[src/mc_cmd_pkg.sv]
// Command opcode and default sizes shared by the memory controller blocks
package mc_cmd_pkg;

    // One command moves one word
    typedef enum logic {
        OP_READ  = 1'b0,
        OP_WRITE = 1'b1
    } mc_op_e;

    // Defaults, overridden through module parameters from the top level
    localparam int AWIDTH_DEF    = 6;
    localparam int DWIDTH_DEF    = 32;
    localparam int CMD_DEPTH_DEF = 4;

    // Cycles from a queue pop to read data
    localparam int RD_LATENCY = 2;

endpackage

[src/mc_test_pkg.sv]
// Self-test state encoding and the pseudorandom word sequence
package mc_test_pkg;

    typedef enum logic [1:0] {
        GEN_IDLE  = 2'd0,
        GEN_WRITE = 2'd1,
        GEN_READ  = 2'd2,
        GEN_DRAIN = 2'd3
    } gen_state_e;

    localparam logic [31:0] LFSR_SEED = 32'h1D87_C3A5;
    // x^32 + x^22 + x^2 + x + 1
    localparam logic [31:0] LFSR_TAPS = 32'h8020_0003;

    // Galois step, shifting right
    function automatic logic [31:0] lfsr_step(input logic [31:0] cur);
        if (cur[0]) begin
            return (cur >> 1) ^ LFSR_TAPS;
        end
        return cur >> 1;
    endfunction

endpackage

[src/host_cmd_port.sv]
// Host port that turns single-word host requests into memory commands
`timescale 1ns/1ns

module host_cmd_port #(
    parameter int AWIDTH = mc_cmd_pkg::AWIDTH_DEF,
    parameter int DWIDTH = mc_cmd_pkg::DWIDTH_DEF
) (
    input  logic               clock_i,
    input  logic               rst_n_i,
    // Host side, rw_i high for a write
    input  logic               req_i,
    input  logic               rw_i,
    input  logic [AWIDTH-1:0]  addr_i,
    input  logic [DWIDTH-1:0]  data_i,
    output logic               ready_o,
    output logic               valid_o,
    output logic [DWIDTH-1:0]  data_o,
    // Toward the arbiter
    output logic               cmd_valid_o,
    output mc_cmd_pkg::mc_op_e cmd_op_o,
    output logic [AWIDTH-1:0]  cmd_addr_o,
    output logic [DWIDTH-1:0]  cmd_wdata_o,
    input  logic               cmd_take_i,
    input  logic               rd_valid_i,
    input  logic [DWIDTH-1:0]  rd_data_i
);
    import mc_cmd_pkg::*;

    typedef enum logic [1:0] {
        HP_IDLE  = 2'd0,
        HP_ISSUE = 2'd1,
        HP_WAIT  = 2'd2
    } hp_state_e;

    hp_state_e          state_q;
    mc_op_e             op_q;
    logic [AWIDTH-1:0]  addr_q;
    logic [DWIDTH-1:0]  wdata_q;

    always_ff @(posedge clock_i or negedge rst_n_i) begin
        if (!rst_n_i) begin
            state_q <= HP_IDLE;
            valid_o <= 1'b0;
        end else begin
            valid_o <= 1'b0;
            case (state_q)
                HP_IDLE: begin
                    if (req_i) begin
                        state_q <= HP_ISSUE;
                    end
                end
                HP_ISSUE: begin
                    // A write is done once the arbiter has it
                    if (cmd_take_i) begin
                        state_q <= (op_q == OP_WRITE) ? HP_IDLE : HP_WAIT;
                    end
                end
                HP_WAIT: begin
                    if (rd_valid_i) begin
                        state_q <= HP_IDLE;
                        valid_o <= 1'b1;
                    end
                end
                default: state_q <= HP_IDLE;
            endcase
        end
    end

    // Latched request and returned word
    always_ff @(posedge clock_i) begin
        if (ready_o && req_i) begin
            op_q    <= rw_i ? OP_WRITE : OP_READ;
            addr_q  <= addr_i;
            wdata_q <= data_i;
        end
        if (rd_valid_i && (state_q == HP_WAIT)) begin
            data_o <= rd_data_i;
        end
    end

    assign ready_o     = (state_q == HP_IDLE);
    assign cmd_valid_o = (state_q == HP_ISSUE);
    assign cmd_op_o    = op_q;
    assign cmd_addr_o  = addr_q;
    assign cmd_wdata_o = wdata_q;

    // Read data only returns for a read this port has issued
    a_rd_in_wait: assert property (@(posedge clock_i) disable iff (!rst_n_i)
        rd_valid_i |-> (state_q == HP_WAIT));

endmodule

[src/pattern_gen.sv]
// Self-test source writing pseudorandom words over the memory, then reading them back
`timescale 1ns/1ns

module pattern_gen #(
    parameter int AWIDTH = mc_cmd_pkg::AWIDTH_DEF,
    parameter int DWIDTH = mc_cmd_pkg::DWIDTH_DEF
) (
    input  logic               clock_i,
    input  logic               rst_n_i,
    input  logic               test_mode_i,
    output logic               cmd_valid_o,
    output mc_cmd_pkg::mc_op_e cmd_op_o,
    output logic [AWIDTH-1:0]  cmd_addr_o,
    output logic [DWIDTH-1:0]  cmd_wdata_o,
    input  logic               cmd_take_i,
    input  logic               rd_valid_i
);
    import mc_cmd_pkg::*;
    import mc_test_pkg::*;

    gen_state_e         state_q;
    logic [AWIDTH-1:0]  addr_q;
    logic [AWIDTH-1:0]  rd_cnt_q;
    logic [31:0]        lfsr_q;
    logic               last_addr;
    logic               last_rd;

    assign last_addr = &addr_q;
    assign last_rd   = rd_valid_i && (&rd_cnt_q);

    always_ff @(posedge clock_i or negedge rst_n_i) begin
        if (!rst_n_i) begin
            state_q  <= GEN_IDLE;
            addr_q   <= '0;
            rd_cnt_q <= '0;
            lfsr_q   <= LFSR_SEED;
        end else begin
            // Returns may start arriving while reads are still being issued
            if (rd_valid_i) begin
                rd_cnt_q <= rd_cnt_q + 1'b1;
            end
            case (state_q)
                GEN_IDLE: begin
                    if (test_mode_i) begin
                        state_q <= GEN_WRITE;
                    end
                end
                GEN_WRITE: begin
                    if (cmd_take_i) begin
                        lfsr_q <= lfsr_step(lfsr_q);
                        addr_q <= addr_q + 1'b1;
                        if (last_addr) begin
                            state_q <= GEN_READ;
                        end
                    end
                end
                GEN_READ: begin
                    if (cmd_take_i) begin
                        addr_q <= addr_q + 1'b1;
                        if (last_addr) begin
                            state_q <= GEN_DRAIN;
                        end
                    end
                end
                GEN_DRAIN: begin
                    // Next pass continues the sequence
                    if (last_rd) begin
                        state_q <= GEN_WRITE;
                    end
                end
                default: state_q <= GEN_IDLE;
            endcase
        end
    end

    assign cmd_valid_o = (state_q == GEN_WRITE) || (state_q == GEN_READ);
    assign cmd_op_o    = (state_q == GEN_WRITE) ? OP_WRITE : OP_READ;
    assign cmd_addr_o  = addr_q;
    // Low bits of the sequence, DWIDTH up to 32
    assign cmd_wdata_o = lfsr_q[DWIDTH-1:0];

endmodule

[src/pattern_chk.sv]
// Self-test checker replaying the pattern sequence against read data
`timescale 1ns/1ns

module pattern_chk #(
    parameter int AWIDTH = mc_cmd_pkg::AWIDTH_DEF,
    parameter int DWIDTH = mc_cmd_pkg::DWIDTH_DEF
) (
    input  logic              clock_i,
    input  logic              rst_n_i,
    input  logic              rd_valid_i,
    input  logic [DWIDTH-1:0] rd_data_i,
    output logic              test_fail_o,
    output logic [15:0]       pass_cnt_o
);
    import mc_test_pkg::*;

    logic [31:0]        exp_q;
    logic [AWIDTH-1:0]  word_cnt_q;
    logic               pass_err_q;
    logic               mismatch;

    assign mismatch = rd_valid_i && (rd_data_i != exp_q[DWIDTH-1:0]);

    always_ff @(posedge clock_i or negedge rst_n_i) begin
        if (!rst_n_i) begin
            exp_q       <= LFSR_SEED;
            word_cnt_q  <= '0;
            pass_err_q  <= 1'b0;
            test_fail_o <= 1'b0;
            pass_cnt_o  <= '0;
        end else if (rd_valid_i) begin
            exp_q      <= lfsr_step(exp_q);
            word_cnt_q <= word_cnt_q + 1'b1;
            if (mismatch) begin
                test_fail_o <= 1'b1;
            end
            // Last word of a pass closes it out
            if (&word_cnt_q) begin
                pass_err_q <= 1'b0;
                if (!pass_err_q && !mismatch) begin
                    pass_cnt_o <= pass_cnt_o + 1'b1;
                end
            end else if (mismatch) begin
                pass_err_q <= 1'b1;
            end
        end
    end

endmodule

[src/cmd_arbiter.sv]
// Command arbiter selecting host or self-test source and spending memory credits
`timescale 1ns/1ns

module cmd_arbiter #(
    parameter int AWIDTH    = mc_cmd_pkg::AWIDTH_DEF,
    parameter int DWIDTH    = mc_cmd_pkg::DWIDTH_DEF,
    parameter int CMD_DEPTH = mc_cmd_pkg::CMD_DEPTH_DEF
) (
    input  logic               clock_i,
    input  logic               rst_n_i,
    input  logic               test_mode_i,
    // Host source
    input  logic               host_cmd_valid_i,
    input  mc_cmd_pkg::mc_op_e host_cmd_op_i,
    input  logic [AWIDTH-1:0]  host_cmd_addr_i,
    input  logic [DWIDTH-1:0]  host_cmd_wdata_i,
    output logic               host_cmd_take_o,
    output logic               host_rd_valid_o,
    output logic [DWIDTH-1:0]  host_rd_data_o,
    // Pattern generator source
    input  logic               gen_cmd_valid_i,
    input  mc_cmd_pkg::mc_op_e gen_cmd_op_i,
    input  logic [AWIDTH-1:0]  gen_cmd_addr_i,
    input  logic [DWIDTH-1:0]  gen_cmd_wdata_i,
    output logic               gen_cmd_take_o,
    output logic               gen_rd_valid_o,
    output logic [DWIDTH-1:0]  gen_rd_data_o,
    // Memory side
    output logic               mem_cmd_valid_o,
    output mc_cmd_pkg::mc_op_e mem_cmd_op_o,
    output logic [AWIDTH-1:0]  mem_cmd_addr_o,
    output logic [DWIDTH-1:0]  mem_cmd_wdata_o,
    input  logic               mem_credit_i,
    input  logic               mem_rd_valid_i,
    input  logic [DWIDTH-1:0]  mem_rd_data_i
);
    import mc_cmd_pkg::*;

    localparam int CW = $clog2(CMD_DEPTH + 1);

    logic [CW-1:0] credit_q;
    logic          src_valid;
    logic          send;

    ////////////////////
    // Source select
    assign src_valid       = test_mode_i ? gen_cmd_valid_i : host_cmd_valid_i;
    assign send            = src_valid && (credit_q != '0);
    assign mem_cmd_valid_o = send;
    assign mem_cmd_op_o    = test_mode_i ? gen_cmd_op_i : host_cmd_op_i;
    assign mem_cmd_addr_o  = test_mode_i ? gen_cmd_addr_i : host_cmd_addr_i;
    assign mem_cmd_wdata_o = test_mode_i ? gen_cmd_wdata_i : host_cmd_wdata_i;
    assign host_cmd_take_o = send && !test_mode_i;
    assign gen_cmd_take_o  = send && test_mode_i;

    // Read returns go to whoever owns the mode
    assign host_rd_valid_o = mem_rd_valid_i && !test_mode_i;
    assign gen_rd_valid_o  = mem_rd_valid_i && test_mode_i;
    assign host_rd_data_o  = mem_rd_data_i;
    assign gen_rd_data_o   = mem_rd_data_i;

    ////////////////////
    // Credits, one per queue entry
    always_ff @(posedge clock_i or negedge rst_n_i) begin
        if (!rst_n_i) begin
            credit_q <= CW'(CMD_DEPTH);
        end else begin
            credit_q <= credit_q - CW'(send) + CW'(mem_credit_i);
        end
    end

    // A wrap below zero would also land above CMD_DEPTH
    a_credit_range: assert property (@(posedge clock_i) disable iff (!rst_n_i)
        credit_q <= CW'(CMD_DEPTH));

    a_mode_stable: assert property (@(posedge clock_i) disable iff (!rst_n_i)
        $stable(test_mode_i));

    // Every read return traces back to a pop RD_LATENCY cycles earlier
    a_rd_latency: assert property (@(posedge clock_i) disable iff (!rst_n_i)
        mem_rd_valid_i |-> $past(mem_credit_i, RD_LATENCY));

endmodule

[src/burst_mem.sv]
// Word memory stand-in with a credit-returning command queue and fixed read latency
`timescale 1ns/1ns

module burst_mem #(
    parameter int AWIDTH    = mc_cmd_pkg::AWIDTH_DEF,
    parameter int DWIDTH    = mc_cmd_pkg::DWIDTH_DEF,
    parameter int CMD_DEPTH = mc_cmd_pkg::CMD_DEPTH_DEF
) (
    input  logic               clock_i,
    input  logic               rst_n_i,
    input  logic               refresh_i,
    input  logic               cmd_valid_i,
    input  mc_cmd_pkg::mc_op_e cmd_op_i,
    input  logic [AWIDTH-1:0]  cmd_addr_i,
    input  logic [DWIDTH-1:0]  cmd_wdata_i,
    output logic               credit_o,
    output logic               rd_valid_o,
    output logic [DWIDTH-1:0]  rd_data_o
);
    import mc_cmd_pkg::*;

    localparam int PW = (CMD_DEPTH > 1) ? $clog2(CMD_DEPTH) : 1;
    localparam int CW = $clog2(CMD_DEPTH + 1);

    // Command queue
    mc_op_e             q_op   [CMD_DEPTH];
    logic [AWIDTH-1:0]  q_addr [CMD_DEPTH];
    logic [DWIDTH-1:0]  q_data [CMD_DEPTH];
    logic [PW-1:0]      wr_ptr_q;
    logic [PW-1:0]      rd_ptr_q;
    logic [CW-1:0]      count_q;
    logic               pop;

    // Array and read pipeline
    logic [DWIDTH-1:0]     mem_q    [2**AWIDTH];
    logic [RD_LATENCY-1:0] pipe_v_q;
    logic [DWIDTH-1:0]     pipe_d_q [RD_LATENCY];

    // Refresh holds the queue, which starves the arbiter of credits
    assign pop      = (count_q != '0) && !refresh_i;
    assign credit_o = pop;

    always_ff @(posedge clock_i or negedge rst_n_i) begin
        if (!rst_n_i) begin
            wr_ptr_q <= '0;
            rd_ptr_q <= '0;
            count_q  <= '0;
            pipe_v_q <= '0;
        end else begin
            if (cmd_valid_i) begin
                wr_ptr_q <= (wr_ptr_q == PW'(CMD_DEPTH - 1)) ? '0 : wr_ptr_q + 1'b1;
            end
            if (pop) begin
                rd_ptr_q <= (rd_ptr_q == PW'(CMD_DEPTH - 1)) ? '0 : rd_ptr_q + 1'b1;
            end
            count_q     <= count_q + CW'(cmd_valid_i) - CW'(pop);
            pipe_v_q[0] <= pop && (q_op[rd_ptr_q] == OP_READ);
            for (int i = 1; i < RD_LATENCY; i++) begin
                pipe_v_q[i] <= pipe_v_q[i-1];
            end
        end
    end

    ////////////////////
    // Payload and array
    always_ff @(posedge clock_i) begin
        if (cmd_valid_i) begin
            q_op[wr_ptr_q]   <= cmd_op_i;
            q_addr[wr_ptr_q] <= cmd_addr_i;
            q_data[wr_ptr_q] <= cmd_wdata_i;
        end
        // Writes land at the pop
        if (pop && (q_op[rd_ptr_q] == OP_WRITE)) begin
            mem_q[q_addr[rd_ptr_q]] <= q_data[rd_ptr_q];
        end
        pipe_d_q[0] <= mem_q[q_addr[rd_ptr_q]];
        for (int i = 1; i < RD_LATENCY; i++) begin
            pipe_d_q[i] <= pipe_d_q[i-1];
        end
    end

    assign rd_valid_o = pipe_v_q[RD_LATENCY-1];
    assign rd_data_o  = pipe_d_q[RD_LATENCY-1];

    // Credit accounting upstream must keep the queue from overflowing
    a_no_push_full: assert property (@(posedge clock_i) disable iff (!rst_n_i)
        cmd_valid_i |-> (count_q != CW'(CMD_DEPTH)));

endmodule

[src/mem_ctrl_top.sv]
// Memory controller top level with host port, self-test pair, arbiter and memory
`timescale 1ns/1ns

module mem_ctrl_top #(
    parameter int AWIDTH    = mc_cmd_pkg::AWIDTH_DEF,
    parameter int DWIDTH    = mc_cmd_pkg::DWIDTH_DEF,
    parameter int CMD_DEPTH = mc_cmd_pkg::CMD_DEPTH_DEF
) (
    input  logic              clock_i,
    input  logic              rst_n_i,
    input  logic              test_mode_i,
    input  logic              refresh_i,
    // Host bus
    input  logic              req_i,
    input  logic              rw_i,
    input  logic [AWIDTH-1:0] addr_i,
    input  logic [DWIDTH-1:0] data_i,
    output logic              ready_o,
    output logic              valid_o,
    output logic [DWIDTH-1:0] data_o,
    // Self-test status
    output logic              test_fail_o,
    output logic [15:0]       pass_cnt_o
);
    import mc_cmd_pkg::*;

    logic               host_cmd_valid;
    mc_op_e             host_cmd_op;
    logic [AWIDTH-1:0]  host_cmd_addr;
    logic [DWIDTH-1:0]  host_cmd_wdata;
    logic               host_cmd_take;
    logic               host_rd_valid;
    logic [DWIDTH-1:0]  host_rd_data;

    logic               gen_cmd_valid;
    mc_op_e             gen_cmd_op;
    logic [AWIDTH-1:0]  gen_cmd_addr;
    logic [DWIDTH-1:0]  gen_cmd_wdata;
    logic               gen_cmd_take;
    logic               gen_rd_valid;
    logic [DWIDTH-1:0]  gen_rd_data;

    logic               mem_cmd_valid;
    mc_op_e             mem_cmd_op;
    logic [AWIDTH-1:0]  mem_cmd_addr;
    logic [DWIDTH-1:0]  mem_cmd_wdata;
    logic               mem_credit;
    logic               mem_rd_valid;
    logic [DWIDTH-1:0]  mem_rd_data;

    ////////////////////
    // Command sources
    host_cmd_port #(.AWIDTH(AWIDTH), .DWIDTH(DWIDTH)) host_cmd_port_inst (
        .clock_i     (clock_i),
        .rst_n_i     (rst_n_i),
        .req_i       (req_i),
        .rw_i        (rw_i),
        .addr_i      (addr_i),
        .data_i      (data_i),
        .ready_o     (ready_o),
        .valid_o     (valid_o),
        .data_o      (data_o),
        .cmd_valid_o (host_cmd_valid),
        .cmd_op_o    (host_cmd_op),
        .cmd_addr_o  (host_cmd_addr),
        .cmd_wdata_o (host_cmd_wdata),
        .cmd_take_i  (host_cmd_take),
        .rd_valid_i  (host_rd_valid),
        .rd_data_i   (host_rd_data)
    );

    pattern_gen #(.AWIDTH(AWIDTH), .DWIDTH(DWIDTH)) pattern_gen_inst (
        .clock_i     (clock_i),
        .rst_n_i     (rst_n_i),
        .test_mode_i (test_mode_i),
        .cmd_valid_o (gen_cmd_valid),
        .cmd_op_o    (gen_cmd_op),
        .cmd_addr_o  (gen_cmd_addr),
        .cmd_wdata_o (gen_cmd_wdata),
        .cmd_take_i  (gen_cmd_take),
        .rd_valid_i  (gen_rd_valid)
    );

    ////////////////////
    // Arbiter and memory
    cmd_arbiter #(
        .AWIDTH    (AWIDTH),
        .DWIDTH    (DWIDTH),
        .CMD_DEPTH (CMD_DEPTH)
    ) cmd_arbiter_inst (
        .clock_i          (clock_i),
        .rst_n_i          (rst_n_i),
        .test_mode_i      (test_mode_i),
        .host_cmd_valid_i (host_cmd_valid),
        .host_cmd_op_i    (host_cmd_op),
        .host_cmd_addr_i  (host_cmd_addr),
        .host_cmd_wdata_i (host_cmd_wdata),
        .host_cmd_take_o  (host_cmd_take),
        .host_rd_valid_o  (host_rd_valid),
        .host_rd_data_o   (host_rd_data),
        .gen_cmd_valid_i  (gen_cmd_valid),
        .gen_cmd_op_i     (gen_cmd_op),
        .gen_cmd_addr_i   (gen_cmd_addr),
        .gen_cmd_wdata_i  (gen_cmd_wdata),
        .gen_cmd_take_o   (gen_cmd_take),
        .gen_rd_valid_o   (gen_rd_valid),
        .gen_rd_data_o    (gen_rd_data),
        .mem_cmd_valid_o  (mem_cmd_valid),
        .mem_cmd_op_o     (mem_cmd_op),
        .mem_cmd_addr_o   (mem_cmd_addr),
        .mem_cmd_wdata_o  (mem_cmd_wdata),
        .mem_credit_i     (mem_credit),
        .mem_rd_valid_i   (mem_rd_valid),
        .mem_rd_data_i    (mem_rd_data)
    );

    burst_mem #(
        .AWIDTH    (AWIDTH),
        .DWIDTH    (DWIDTH),
        .CMD_DEPTH (CMD_DEPTH)
    ) burst_mem_inst (
        .clock_i     (clock_i),
        .rst_n_i     (rst_n_i),
        .refresh_i   (refresh_i),
        .cmd_valid_i (mem_cmd_valid),
        .cmd_op_i    (mem_cmd_op),
        .cmd_addr_i  (mem_cmd_addr),
        .cmd_wdata_i (mem_cmd_wdata),
        .credit_o    (mem_credit),
        .rd_valid_o  (mem_rd_valid),
        .rd_data_o   (mem_rd_data)
    );

    // Checker taps the generator's read returns
    pattern_chk #(.AWIDTH(AWIDTH), .DWIDTH(DWIDTH)) pattern_chk_inst (
        .clock_i     (clock_i),
        .rst_n_i     (rst_n_i),
        .rd_valid_i  (gen_rd_valid),
        .rd_data_i   (gen_rd_data),
        .test_fail_o (test_fail_o),
        .pass_cnt_o  (pass_cnt_o)
    );

endmodule

[config.mk]
export PLATFORM = sky130hd
export DESIGN_NAME = mem_ctrl_top
export DESIGN_NICKNAME = d
export VERILOG_FILES = /design/src/mc_cmd_pkg.sv /design/src/mc_test_pkg.sv /design/src/host_cmd_port.sv /design/src/pattern_gen.sv /design/src/pattern_chk.sv /design/src/cmd_arbiter.sv /design/src/burst_mem.sv /design/src/mem_ctrl_top.sv
export SDC_FILE = /design/constraint.sdc
export NUM_CORES = 2
export LEC_CHECK = 0
export BUFFER_PORTS_ARGS = -buffer_cell sky130_fd_sc_hd__buf_2
export CORE_AREA = 2 2 522 628
export CTS_CLUSTER_DIAMETER = 50
export DETAILED_ROUTE_END_ITERATION = 7
export DIE_AREA = 0 0 524 630
export PLACE_DENSITY = 0.45
export RECOVER_POWER = 25
export SLEW_MARGIN = 25
export SYNTH_ARGS = -nofsm -noshare
export SYNTH_HDL_FRONTEND = slang
export SYNTH_SLANG_ARGS = --single-unit
[constraint.sdc]
create_clock -name clock_i -period 11.9 [get_ports clock_i]
set_input_delay 0.595 -clock clock_i [delete_from_list [all_inputs] [get_ports clock_i]]
set_output_delay 0.595 -clock clock_i [all_outputs]
set_load 0.02 [all_outputs]
==> run summary <==
The flow ran to the end, but the final reports show violations. The final reports fail on design-rule violations, max-capacitance violations, max-slew violations. The count of synthesis-stage warnings from yosys is 0. The width of the die is 524 um. The final critical-path required period is a little over 8 ns. The arrival time at the worst endpoint came out at 8.06 ns.

TritonCTS built the clock tree. By count the netlist is led by sky130_fd_sc_hd__edfxtp_1 (2,275), sky130_fd_sc_hd__nand2_1 (579), sky130_fd_sc_hd__mux2i_1 (359). The tree built by TritonCTS fans out to ~2,500 sinks. The met2 usage is 32.8%. The clock tree buffer depth is 4. The detailed placer's ending HPWL came out at around 210,000 um. Data on the critical path is required at its endpoint by between 10 and 15 ns.

The largest incremental delay on the critical path came out at 3.28 ns. The dominant cell type by count on the critical path is sky130_fd_sc_hd__clkbuf_1. The maximum achievable frequency is ~120 MHz.

The sequential element share of the synthesized area came out at 77.5%. The synthesized design spends more area on one cell type than any other, namely sky130_fd_sc_hd__edfxtp_1. The number of input and output port buffers inserted came out at 94. The largest net degree at the start of global routing came out at 93. The sum of internal, switching and leakage power is about 35 mW. The dominant synthesized flop cell is sky130_fd_sc_hd__edfxtp_1.

The via count of the first global-routing pass is ~53,000. The critical-path maximum fanout is 64. The share of synthesized flip-flops with an asynchronous set or reset is under 10%.

Traced cell by cell, the critical path runs through clkbuf_1 > mux4_2 > clkbuf_1. The detailed-route via count came out at between 50,000 and 60,000. The max-slew headroom at the worst pin is -220%. The aggregate routed wire length came out at roughly 350,000 um. The total buffers and inverters traversed by the critical path came out at 2. The top-area cell type share of the netlist area is about 73%. The cell count after synthesis is 5,479. Sorting the synthesized cells by area gives the leading types as sky130_fd_sc_hd__edfxtp_1 (73%), sky130_fd_sc_hd__mux2i_1 (3.8%), sky130_fd_sc_hd__mux4_2 (2.5%). The synthesized cell area came out at about 94,000 um2.

The total global routing overflow is 0. The critical path is of the register to register type. The cell family contributing the most delay on the critical path is buffers and inverters. The first-pass iteration count of the detailed router came out at 8. Once the clock tree was built, the resizer swapped 0 gates to a different size.

The worst setup path is captured at a register. The slew of the pin with the lowest slew margin is 4.80 ns. Clock-pin slew was measured on the worst setup and hold paths at about 0.06 ns.

The initial utilization of the core area, before any placement, comes to between 20 and 30%. Counting flops and latches in the post-synthesis netlist gives about 2,500. Setup repair after global routing left no endpoint under its margin. The max-slew violation count was between 1,000 and 1,500. The number of different library cells in the post-synthesis netlist is between 70 and 80. The post-route clock skew came out at 0.0598 ns. Counting flops with a built-in enable in the synthesized netlist gives ~2,300. The layer flagged by global routing as most heavily used is met2. The synthesis-to-layout area growth came out at 18.5%.

The die span in y is 630 um. The static leakage came out at ~37 nW. The met1 demand-to-capacity share in global routing is 27.2%. Max-cap violations in this run came to 31.

The number of buffers created by CTS is 301. In the routed layout, each cell is associated on average with a via count of ~5.3. The post-route antenna net violation count is 0. Across every metal layer, demand over resource in global routing totals 20.7%.

The accumulated negative setup slack came out at 0 ns. The number of H-tree levels came out at 5. The filler cell count in the final layout is approximately 31,000. The core area is between 300,000 and 400,000 um2. The number of antenna violations at the first check in global routing came out at 47. The post-route clock period utilization came out at 67.7%. The die outline area is approximately 330,000 um2. Global routing used approximately 4.0% of the available met3 tracks. The routability congestion estimate came out at around 0.9. The clock reaches the later pin of the worst-skew pair after 0.93 ns. In the final routed layout, each cell accounts on average for 33.6 um.

The wire length of the first global-routing pass came out at 471,000 um. The row count is 229. The worst setup path is launched from a register.

The remaining routing DRC violations came out at 3. For this design the ratio of total power to cell area is 316 nW/um2. The violation count after the first detailed-route iteration came out at between 7,000 and 8,000. In this run the worst hold path is classified as register to register. The cell sitting at the root of the clock tree is a sky130_fd_sc_hd__clkbuf_16.

The post-synthesis net count came out at about 5,500. Once layout is complete, the utilization of the core stands at about 34%. The largest individual stage delay along the critical path comes from the cell sky130_fd_sc_hd__clkbuf_1. The number of nets in the layout is about 5,900. By instance count, the leading cell after synthesis is sky130_fd_sc_hd__edfxtp_1. The average cell area after synthesis is 17.1 um2. Of the cells placed in the final design, the portion with a size suffix greater than 1 is 17.6%.

The number of failing hold endpoints at the final stage is 0. Setup violations remaining at the end of the flow were counted as 0. For this design the top-level I/O count stands at 95. The worst-case vdd ir drop is approximately 0.23 mV.
-- cell families after synthesis --
family          share of synthesized area [%]
flops                                    77.5
xor+xnor                                0.673
compound gates                           7.22
buf+inv                                  1.63
simple gates                             4.76
fa+ha+maj                               0.283
mux                                      7.99
-- layout make-up --
cell class	count	area [um2]	area share [%]
diodes	25	62.6	0.0564
clock buffers	376	8070	7.27
clock inverters	176	1840	1.66
inverters	16	60.1	0.0541
multi-input cells	2685	20300	18.3
flip-flops and latches	2456	72600	65.4
well taps	4273	5350	4.82
repair buffers	386	2720	2.45
-- layout by cell type, fill, tap and decap left out, types with 28 or more instances in the layout --
cell / Yosys / layout
sky130_fd_sc_hd__a31oi_1: 72 / 71
sky130_fd_sc_hd__edfxtp_1: 2275 / 2275
sky130_fd_sc_hd__clkinv_2: 0 / 43
sky130_fd_sc_hd__nor2_1: 181 / 122
sky130_fd_sc_hd__mux4_2: 104 / 101
sky130_fd_sc_hd__mux2i_1: 359 / 359
sky130_fd_sc_hd__mux2_2: 135 / 93
sky130_fd_sc_hd__a21oi_1: 197 / 194
sky130_fd_sc_hd__buf_2: 116 / 42
sky130_fd_sc_hd__a211oi_1: 78 / 78
sky130_fd_sc_hd__clkinv_1: 0 / 44
sky130_fd_sc_hd__dfrtp_1: 84 / 83
sky130_fd_sc_hd__clkbuf_1: 132 / 139
sky130_fd_sc_hd__o21ai_0: 131 / 126
sky130_fd_sc_hd__dfxtp_1: 64 / 64
sky130_fd_sc_hd__nand3_1: 48 / 47
sky130_fd_sc_hd__a22oi_1: 101 / 100
sky130_fd_sc_hd__o22ai_1: 61 / 58
sky130_fd_sc_hd__o2bb2ai_1: 72 / 72
sky130_fd_sc_hd__buf_4: 16 / 208
sky130_fd_sc_hd__nor2_4: 0 / 58
sky130_fd_sc_hd__xor2_1: 44 / 44
sky130_fd_sc_hd__nand2_1: 579 / 578
sky130_fd_sc_hd__dfstp_2: 33 / 33
sky130_fd_sc_hd__clkbuf_16: 0 / 309
sky130_fd_sc_hd__xnor2_1: 28 / 28
sky130_fd_sc_hd__nor2b_1: 55 / 50
sky130_fd_sc_hd__dlygate4sd3_1: 0 / 42
sky130_fd_sc_hd__a221oi_1: 77 / 76
sky130_fd_sc_hd__mux2_1: 1 / 40
-- state kept, by name, indices dropped and copies added (netlist names), 3 cells and up --
register,count
host_cmd_port_inst.cmd_wdata_o,32
burst_mem_inst.pipe_d_q,64
pattern_chk_inst.pass_cnt_o,16
host_cmd_port_inst.cmd_addr_o,6
cmd_arbiter_inst.credit_q,3
burst_mem_inst.q_data,128
pattern_chk_inst.word_cnt_q,6
pattern_chk_inst.exp_q,32
pattern_gen_inst.cmd_wdata_o,32
host_cmd_port_inst.data_o,32
burst_mem_inst.q_addr,24
burst_mem_inst.count_q,3
pattern_gen_inst.cmd_addr_o,6
burst_mem_inst.q_op,4
pattern_gen_inst.rd_cnt_q,6
burst_mem_inst.mem_q,2048
-- power breakdown --
group          internal, mW  switching [mW]  leakage, nW
Combinational          3.20            10.6         9.23
Clock                  5.31            3.83         4.79
Sequential             11.8           0.334         22.5
Total                  20.3            14.8         36.5
-- metrics by stage --
stage	hold WS (ns)	cell area (um2)	worst slack (ns)	std cells
final	0.336	111000	3.84	10393
after global placement	0.330	101000	4.41	9753
after global routing	0.343	111000	3.05	10380
after detailed placement	0.324	101000	5.95	9765
after CTS	0.263	111000	5.92	10359
after floorplan	0.299	93700	6.78	5479
-- final timing paths --
path	endpoint	cells after the start	from	slack [ns]
worst max-delay path	burst_mem_inst.mem_q[12][2]$_DFFE_PP_	3	burst_mem_inst.rd_ptr_q[0]$_DFFE_PN0P_	3.84
worst min-delay path	burst_mem_inst.pipe_d_q[0][59]$_DFF_P_	0	burst_mem_inst.pipe_d_q[0][27]$_DFF_P_	0.34
max in group asynchronous	pattern_gen_inst.cmd_wdata_o[12]$_DFFE_PN0P_	3	rst_n_i	5.47
min in group asynchronous	pattern_chk_inst.pass_cnt_o[2]$_DFFE_PN0P_	2	rst_n_i	1.78
worst min register to register	burst_mem_inst.pipe_d_q[0][59]$_DFF_P_	0	burst_mem_inst.pipe_d_q[0][27]$_DFF_P_	0.34
worst max register to register	burst_mem_inst.mem_q[12][2]$_DFFE_PP_	3	burst_mem_inst.rd_ptr_q[0]$_DFFE_PN0P_	3.84
-- what timing repair did --
item,4_1_cts,5_1_grt
hold buffers,42,0
endpoints found under the hold margin,84,0
buffers inserted,0,0
-- layer usage --
metal,share of wire [%],vias to the layer above
met3,8.2,569
met1,40,28917
met2,46,2673
li1,-,22483
met5,0.016,-
met4,5.4,8
No activity file was read; power rests on OpenSTA's default activity.
